File: src/design/hamming_pkg.sv
package hamming_pkg;

    // ========================================================================
    // Widths and lane count
    // ========================================================================
    localparam int N_LANES = 4;
    localparam int CODE_W  = 12;
    localparam int DATA_W  = 8;
    localparam int SYN_W   = 4;
    localparam int BUS_W   = 32;
    localparam int ADR_W   = 3;
    localparam int CNT_W   = 16;

    typedef logic [CODE_W-1:0] codeword_t;
    typedef logic [DATA_W-1:0] data_byte_t;
    typedef logic [SYN_W-1:0]  syndrome_t;
    typedef logic [CNT_W-1:0]  count_t;
    typedef logic [BUS_W-1:0]  bus_word_t;
    typedef logic [ADR_W-1:0]  bus_adr_t;

    // ========================================================================
    // Word address map
    // ========================================================================
    // Lanes 0 to 3 sit at ADR_CODE0 onwards
    localparam bus_adr_t ADR_CODE0    = 3'd0;
    localparam bus_adr_t ADR_DATA     = 3'd4;
    localparam bus_adr_t ADR_FLAGS    = 3'd5;
    localparam bus_adr_t ADR_CNT_CORR = 3'd6;
    localparam bus_adr_t ADR_CNT_UNC  = 3'd7;

    // ========================================================================
    // Bundled signals
    // ========================================================================
    typedef struct packed {
        logic      cyc;
        logic      stb;
        logic      we;
        bus_adr_t  adr;
        bus_word_t dat_w;
    } wb_req_t;

    typedef struct packed {
        data_byte_t data;
        syndrome_t  syndrome;
        logic       corrected;
        logic       uncorrectable;
    } lane_result_t;

    typedef struct packed {
        logic [N_LANES*DATA_W-1:0] data_all;
        logic [N_LANES-1:0]        corrected_flags;
        logic [N_LANES-1:0]        uncorrectable_flags;
        count_t                    cnt_corr;
        count_t                    cnt_unc;
    } decode_status_t;

endpackage
File: src/design/hamming_wb_top.sv
`timescale 1ns/10ps

module hamming_wb_top
    import hamming_pkg::*;
(
    input  logic      clk,
    input  logic      reset,
    input  wb_req_t   wb_req,
    output logic      ack,
    output bus_word_t dat_r
);

    codeword_t          codewords [N_LANES];
    logic [N_LANES-1:0] load;
    lane_result_t       results [N_LANES];
    logic [N_LANES-1:0] done;
    logic               clear_counts;
    decode_status_t     status;

    // ========================================================================
    // Bus port
    // ========================================================================
    wb_codeword_port u_port (
        .clk          (clk),
        .reset        (reset),
        .wb_req       (wb_req),
        .status       (status),
        .ack          (ack),
        .dat_r        (dat_r),
        .codewords    (codewords),
        .load         (load),
        .clear_counts (clear_counts)
    );

    // ========================================================================
    // Decoding lanes
    // ========================================================================
    for (genvar k = 0; k < N_LANES; k++) begin : g_lane
        hamming_lane_decoder u_lane (
            .clk      (clk),
            .reset    (reset),
            .codeword (codewords[k]),
            .load     (load[k]),
            .result   (results[k]),
            .done     (done[k])
        );
    end

    // Flags, bytes and counters for reads
    decode_status_collector u_collector (
        .clk          (clk),
        .reset        (reset),
        .results      (results),
        .done         (done),
        .clear_counts (clear_counts),
        .status       (status)
    );

endmodule

File: src/design/decode_status_collector.sv
`timescale 1ns/10ps

module decode_status_collector
    import hamming_pkg::*;
(
    input  logic               clk,
    input  logic               reset,
    input  lane_result_t       results [N_LANES],
    input  logic [N_LANES-1:0] done,
    input  logic               clear_counts,
    output decode_status_t     status
);

    localparam int INC_W = $clog2(N_LANES + 1);

    logic [INC_W-1:0] n_corr;
    logic [INC_W-1:0] n_unc;
    count_t           cnt_corr;
    count_t           cnt_unc;

    function automatic count_t sat_add(input count_t cnt, input logic [INC_W-1:0] inc);
        logic [CNT_W:0] sum;
        sum = {1'b0, cnt} + inc;
        return sum[CNT_W] ? '1 : sum[CNT_W-1:0];
    endfunction

    // Lane bytes and flags straight from the lane registers
    always_comb begin
        n_corr = '0;
        n_unc  = '0;
        for (int k = 0; k < N_LANES; k++) begin
            status.data_all[k*DATA_W +: DATA_W] = results[k].data;
            status.corrected_flags[k]           = results[k].corrected;
            status.uncorrectable_flags[k]       = results[k].uncorrectable;
            n_corr = n_corr + INC_W'(done[k] && results[k].corrected);
            n_unc  = n_unc + INC_W'(done[k] && results[k].uncorrectable);
        end
        status.cnt_corr = cnt_corr;
        status.cnt_unc  = cnt_unc;
    end

    // ========================================================================
    // Event counters, clear wins over counting
    // ========================================================================
    always_ff @(posedge clk) begin
        if (reset || clear_counts) begin
            cnt_corr <= '0;
            cnt_unc  <= '0;
        end else begin
            cnt_corr <= sat_add(cnt_corr, n_corr);
            cnt_unc  <= sat_add(cnt_unc, n_unc);
        end
    end

endmodule

File: src/design/hamming_lane_decoder.sv
`timescale 1ns/10ps

module hamming_lane_decoder
    import hamming_pkg::*;
(
    input  logic         clk,
    input  logic         reset,
    input  codeword_t    codeword,
    input  logic         load,
    output lane_result_t result,
    output logic         done
);

    syndrome_t  syndrome;
    logic       fixable;
    logic       unfixable;
    codeword_t  fixed;
    data_byte_t data;

    // ========================================================================
    // Syndrome
    // ========================================================================
    // Bit 11 is position 1, bit 0 is position 12
    always_comb begin
        syndrome = '0;
        for (int i = 0; i < CODE_W; i++) begin
            if (codeword[i]) begin
                syndrome = syndrome ^ syndrome_t'(CODE_W - i);
            end
        end
    end

    assign fixable   = (syndrome != '0) && (syndrome <= syndrome_t'(CODE_W));
    assign unfixable = (syndrome > syndrome_t'(CODE_W));

    // ========================================================================
    // Single bit correction
    // ========================================================================
    always_comb begin
        fixed = codeword;
        if (fixable) begin
            fixed[CODE_W - int'(syndrome)] = ~codeword[CODE_W - int'(syndrome)];
        end
    end

    // Data at positions 3, 5, 6, 7, 9, 10, 11, 12, MSB first
    assign data = {fixed[9], fixed[7:5], fixed[3:0]};

    // ========================================================================
    // Result register
    // ========================================================================
    always_ff @(posedge clk) begin
        if (reset) begin
            result <= '0;
        end else if (load) begin
            result.data          <= data;
            result.syndrome      <= syndrome;
            result.corrected     <= fixable;
            result.uncorrectable <= unfixable;
        end
    end

    always_ff @(posedge clk) begin
        if (reset) begin
            done <= 1'b0;
        end else begin
            done <= load;
        end
    end

endmodule

File: src/design/wb_codeword_port.sv
`timescale 1ns/10ps

module wb_codeword_port
    import hamming_pkg::*;
(
    input  logic           clk,
    input  logic           reset,
    input  wb_req_t        wb_req,
    input  decode_status_t status,
    output logic           ack,
    output bus_word_t      dat_r,
    output codeword_t      codewords [N_LANES],
    output logic [N_LANES-1:0] load,
    output logic           clear_counts
);

    logic bus_start;
    logic wr_en;

    // ========================================================================
    // Handshake
    // ========================================================================
    // New transfer only when ack is low, so ack lasts one cycle
    assign bus_start = wb_req.cyc && wb_req.stb && !ack;
    assign wr_en     = bus_start && wb_req.we;

    always_ff @(posedge clk) begin
        if (reset) begin
            ack <= 1'b0;
        end else begin
            ack <= bus_start;
        end
    end

    // ========================================================================
    // Codeword registers and lane load pulses
    // ========================================================================
    always_ff @(posedge clk) begin
        if (reset) begin
            for (int k = 0; k < N_LANES; k++) begin
                codewords[k] <= '0;
            end
        end else if (wr_en) begin
            for (int k = 0; k < N_LANES; k++) begin
                if (wb_req.adr == ADR_CODE0 + bus_adr_t'(k)) begin
                    codewords[k] <= wb_req.dat_w[CODE_W-1:0];
                end
            end
        end
    end

    always_ff @(posedge clk) begin
        if (reset) begin
            load         <= '0;
            clear_counts <= 1'b0;
        end else begin
            for (int k = 0; k < N_LANES; k++) begin
                load[k] <= wr_en && (wb_req.adr == ADR_CODE0 + bus_adr_t'(k));
            end
            clear_counts <= wr_en && (wb_req.adr == ADR_CNT_CORR);
        end
    end

    // ========================================================================
    // Read data
    // ========================================================================
    always_comb begin
        dat_r = '0;
        case (wb_req.adr)
            ADR_DATA: begin
                dat_r = bus_word_t'(status.data_all);
            end
            ADR_FLAGS: begin
                dat_r[N_LANES-1:0]         = status.corrected_flags;
                dat_r[2*N_LANES-1:N_LANES] = status.uncorrectable_flags;
            end
            ADR_CNT_CORR: begin
                dat_r = bus_word_t'(status.cnt_corr);
            end
            ADR_CNT_UNC: begin
                dat_r = bus_word_t'(status.cnt_unc);
            end
            default: begin
                // Stored codewords, upper bits stay zero
                for (int k = 0; k < N_LANES; k++) begin
                    if (wb_req.adr == ADR_CODE0 + bus_adr_t'(k)) begin
                        dat_r[CODE_W-1:0] = codewords[k];
                    end
                end
            end
        endcase
    end

endmodule

File: config.mk
export PLATFORM = sky130hd
export DESIGN_NAME = hamming_wb_top
export DESIGN_NICKNAME = d
export VERILOG_FILES = /design/src/design/hamming_pkg.sv /design/src/design/hamming_wb_top.sv /design/src/design/decode_status_collector.sv /design/src/design/hamming_lane_decoder.sv /design/src/design/wb_codeword_port.sv
export SDC_FILE = /design/constraint.sdc
export NUM_CORES = 1
export LEC_CHECK = 0
export BUFFER_PORTS_ARGS = -buffer_cell sky130_fd_sc_hd__buf_2
export CAP_MARGIN = 40
export CORE_UTILIZATION = 49
export DETAILED_ROUTE_END_ITERATION = 10
export HOLD_SLACK_MARGIN = 0.03
export PLACE_DENSITY = 0.76
export SLEW_MARGIN = 20
export SYNTH_ARGS = -nofsm -noshare
export SYNTH_HDL_FRONTEND = slang
export SYNTH_SLANG_ARGS = --single-unit
File: constraint.sdc
create_clock -name clk -period 3.1 [get_ports clk]
set_clock_uncertainty 0.05 [all_clocks]
set_input_delay 0.62 -clock clk [delete_from_list [all_inputs] [get_ports clk]]
set_output_delay 0.62 -clock clk [all_outputs]
set_load 0.02 [all_outputs]
==> flow_summary.toml <==
[clocking]
root_buffer = "clkbuf_16"
cts.sinks = 130
htree_levels = 4
numCtsBuffers = 17
cts_tree = "done"
clock_latency_ns = 0.43
clk_path_buf_depth = 2
cts.clk_slew.worst_paths_ns = 0.06

[hold_path]
holdPathStages = 3
hp-class = "input port to flop"

[setup_path]
crit_slowest_cell = "fa_2"
cp_cell_sequence = "and2_4 > ha_4 > fa_2 > ha_4 > inv_2 > fa_2 > nor2b_2 > o21bai_1 > nor2_1 > nand4_1 > or2_4 > a21oi_2"
cp-start-kind = "flop"
arrival_ns = 3.36
critPathBufInv = 1
crit_required_ns = 3.40
cp_max_fo = 7
crit_cells = 12
crit_path_end_kind = "flop"
critPathTopFamily = "adder cells"
critical_path_class = "flop to flop"
max_stage_delay_ns = 0.56
worst-r2r-cell-count = 12

[synth]
yosysWarningCount = 0
synth-seq-cells = 130
synth_compound_area_frac = 0.119
ys.flop_type = "dfxtp_1"
yosysUniqueCellTypes = 74
synthArstFlopShare = 0
synth-simple-area-share = 0.180
syn-num-nets = 982
synth_adder_area_share = 0.0519
synth_xor_area_frac = 0.137
syn_avg_cell_area_um2 = 9.20
yosys.area.top_type = "dfxtp_1"
ys_top_cells_by_area = "dfxtp_1 31%, mux2i_1 8.1%, mux4_2 6.4%"
ys_seq_area_frac = 0.310
synth-edff-count = 0
synth_top_area_share = 0.310
synthMuxAreaShare = 0.161
synth_top_family_by_area = "simple AND/OR/NAND/NOR gates"
synth_area_um2 = 8390
syn-instance-count = 912

[global_routing]
grt_pass1_wl_um = 35900
grt_use_total = 0.264
antenna_found_initial = 0
grt_pass1_vias = 6580
gr-total-overflow = 0
grt_max_degree = 64

[final_layout]
num-nets-final = 1048
fillCellCount = 1392
instances_no_fill = 1210
layout-drive-gt1-share = 0.218
synthToLayoutAreaGrowth_pct = 17.3
design_area_um2 = 9840
antenna_cells = 0
fin_util = 0.591

[floorplanning]
ioPinCount = 73
core_area_um2 = 16600
dieArea_um2 = 17600
die_h_um = 133
start_util = 0.504
die_w_um = 133
rows = 47

[sta]
final_max_slew_viol_count = 0
fin_crit_ns = 3.07
relSlewSlack = 0.527
worst_pin_slew_ns = 0.709
clock.fmax_mhz = 326
setup_viol = 0
finalHoldViolCount = 0
period_share = 0.989
rsz0062_at_grt = "yes"

[drt]
via_per_inst = 5.89
wl_um = 22700
dr.pass1.iters = 5
drt_iter0_markers = 541
wl_per_cell_um = 18.7
antenna_left = 0
drcViolationCount = 0
via_count = 7129

[placement]
gp_congestion = 0.925
port_buffers = 52
place_area_um2 = 9100
placed_cells = 1175
dpl.hpwl_um = 16200

[outcome]
status = "finished clean"

[power_and_ir_drop]
power.density_nw_per_um2 = 404
p_leak_nw = 4.07
ir_drop_mv = 0.494
power.total_mw = 3.98

[run]
drv_cap = 0
==> cells in the final DEF (no fill, tap or decap), types with 7 or more instances in the layout <==
| master | n |
|---|---|
| mux4_2 | 24 |
| mux2i_1 | 68 |
| nor2_1 | 87 |
| o21ai_0 | 13 |
| a21oi_1 | 45 |
| xor2_1 | 28 |
| nor3_1 | 21 |
| a21o_1 | 11 |
| clkbuf_16 | 17 |
| buf_4 | 56 |
| buf_2 | 52 |
| nand3_1 | 33 |
| inv_1 | 24 |
| nand2_1 | 70 |
| and3_1 | 33 |
| nand2b_1 | 20 |
| a211oi_1 | 7 |
| and2_1 | 7 |
| nand3b_1 | 7 |
| xnor2_1 | 46 |
| dfxtp_1 | 128 |
| ha_1 | 21 |
| a22oi_1 | 8 |
| xnor3_1 | 11 |
| mux2_2 | 9 |
| a21oi_2 | 7 |
==> worst paths after layout <==
| path | from | to | slack, ns |
|---|---|---|---|
| setup reg to reg | g_lane[1].u_lane.done | u_collector.cnt_unc[0] | 0.03 |
| hold / removal | wb_req[36] | u_port.ack | 0.40 |
| hold reg to reg | g_lane[2].u_lane.result[12] | g_lane[2].u_lane.result[12] | 0.40 |
| setup / recovery | g_lane[1].u_lane.done | u_collector.cnt_unc[0] | 0.03 |
==> where the power goes <==
group	total [mW]	internal, mW	switching, mW
Sequential	1.69	1.68	0.00942
Combinational	0.281	0.103	0.177
Clock	2.01	1.26	0.752
Total	3.98	3.04	0.939
==> per-stage QoR <==
stage	worst slack (ns)	TNS, ns	hold WS, ns
4_1_cts	0.00118	0	0.392
6_report	0.0350	0	0.400
3_3_place_gp	0.0204	0	0.388
2_1_floorplan	0.00757	0	0.367
5_1_grt	-0.122	-1.68	0.406
3_5_place_dp	-0.0742	-0.599	0.395
==> routing by layer <==
layer,up-vias,share of wire,track usage
met2,283,0.47,0.420
met5,-,0,0
met3,56,0.071,0.0444
li1,3369,-,-
met1,3421,0.43,0.354
met4,0,0.031,0.112
==> state kept, by name, indices dropped and copies added (netlist names) <==
signal / count
u_port.codewords: 48
g_lane.u_lane.result: 40
u_collector.cnt_corr: 16
u_collector.cnt_unc: 16
g_lane.u_lane.done: 4
u_port.load: 4
u_port.ack: 1
u_port.clear_counts: 1
==> timing repair <==
item,CTS,global route
hold buffers,0,0
buffers inserted,0,3
setup endpoints to repair,14,33
resized for setup,12,18
pin swaps,8,15
cloned,1,0
==> tightest hold or removal path, delay by kind of cell <==
kind / cells / cell delay (ns)
simple gates: 2 / 0.11
buf+inv: 1 / 0.10
==> synth_stat cells, drive strengths merged (3+ instances only) <==
library cell  number
dfxtp            130
nor2              89
nand2             71
mux2i             68
a21oi             52
xnor2             50
clkbuf            46
and3              33
nand3             33
xor2              30
ha                26
inv               26
mux4              25
nor3              23
nand2b            21
o21ai             18
buf               16
xnor3             12
a21o              11
and2               9
mux2               9
a22oi              8
a211oi             7
nand3b             7
nor2b              7
a211o              6
o211ai             6
o21a               6
xor3               5
a31oi              4
fa                 4
o22ai              4
o31ai              4
a21boi             3
a221o              3
maj3               3
nand4              3
nor4               3
o32ai              3
or2                3
==> cell type report <==
cell class              instances  area, um^2  share of cell area
clock buffers                  22         484              0.0492
clock inverters                 9         105              0.0107
inverters                      26        97.6             0.00992
multi-input cells             695        5590               0.568
flip-flops and latches        130        2610               0.265
well taps                     220         275              0.0280
repair buffers                108         681              0.0692
==> logic make-up after synthesis <==
logic type / Yosys count
xor gates and xnor gates: 97
and+or+nand+nor: 311
AOI/OAI and AO/OA: 151
buffers and inverters: 88
DFF: 130
adders and majority gates: 33
muxes: 102
Note: power is estimated with default switching activity, not from simulation.
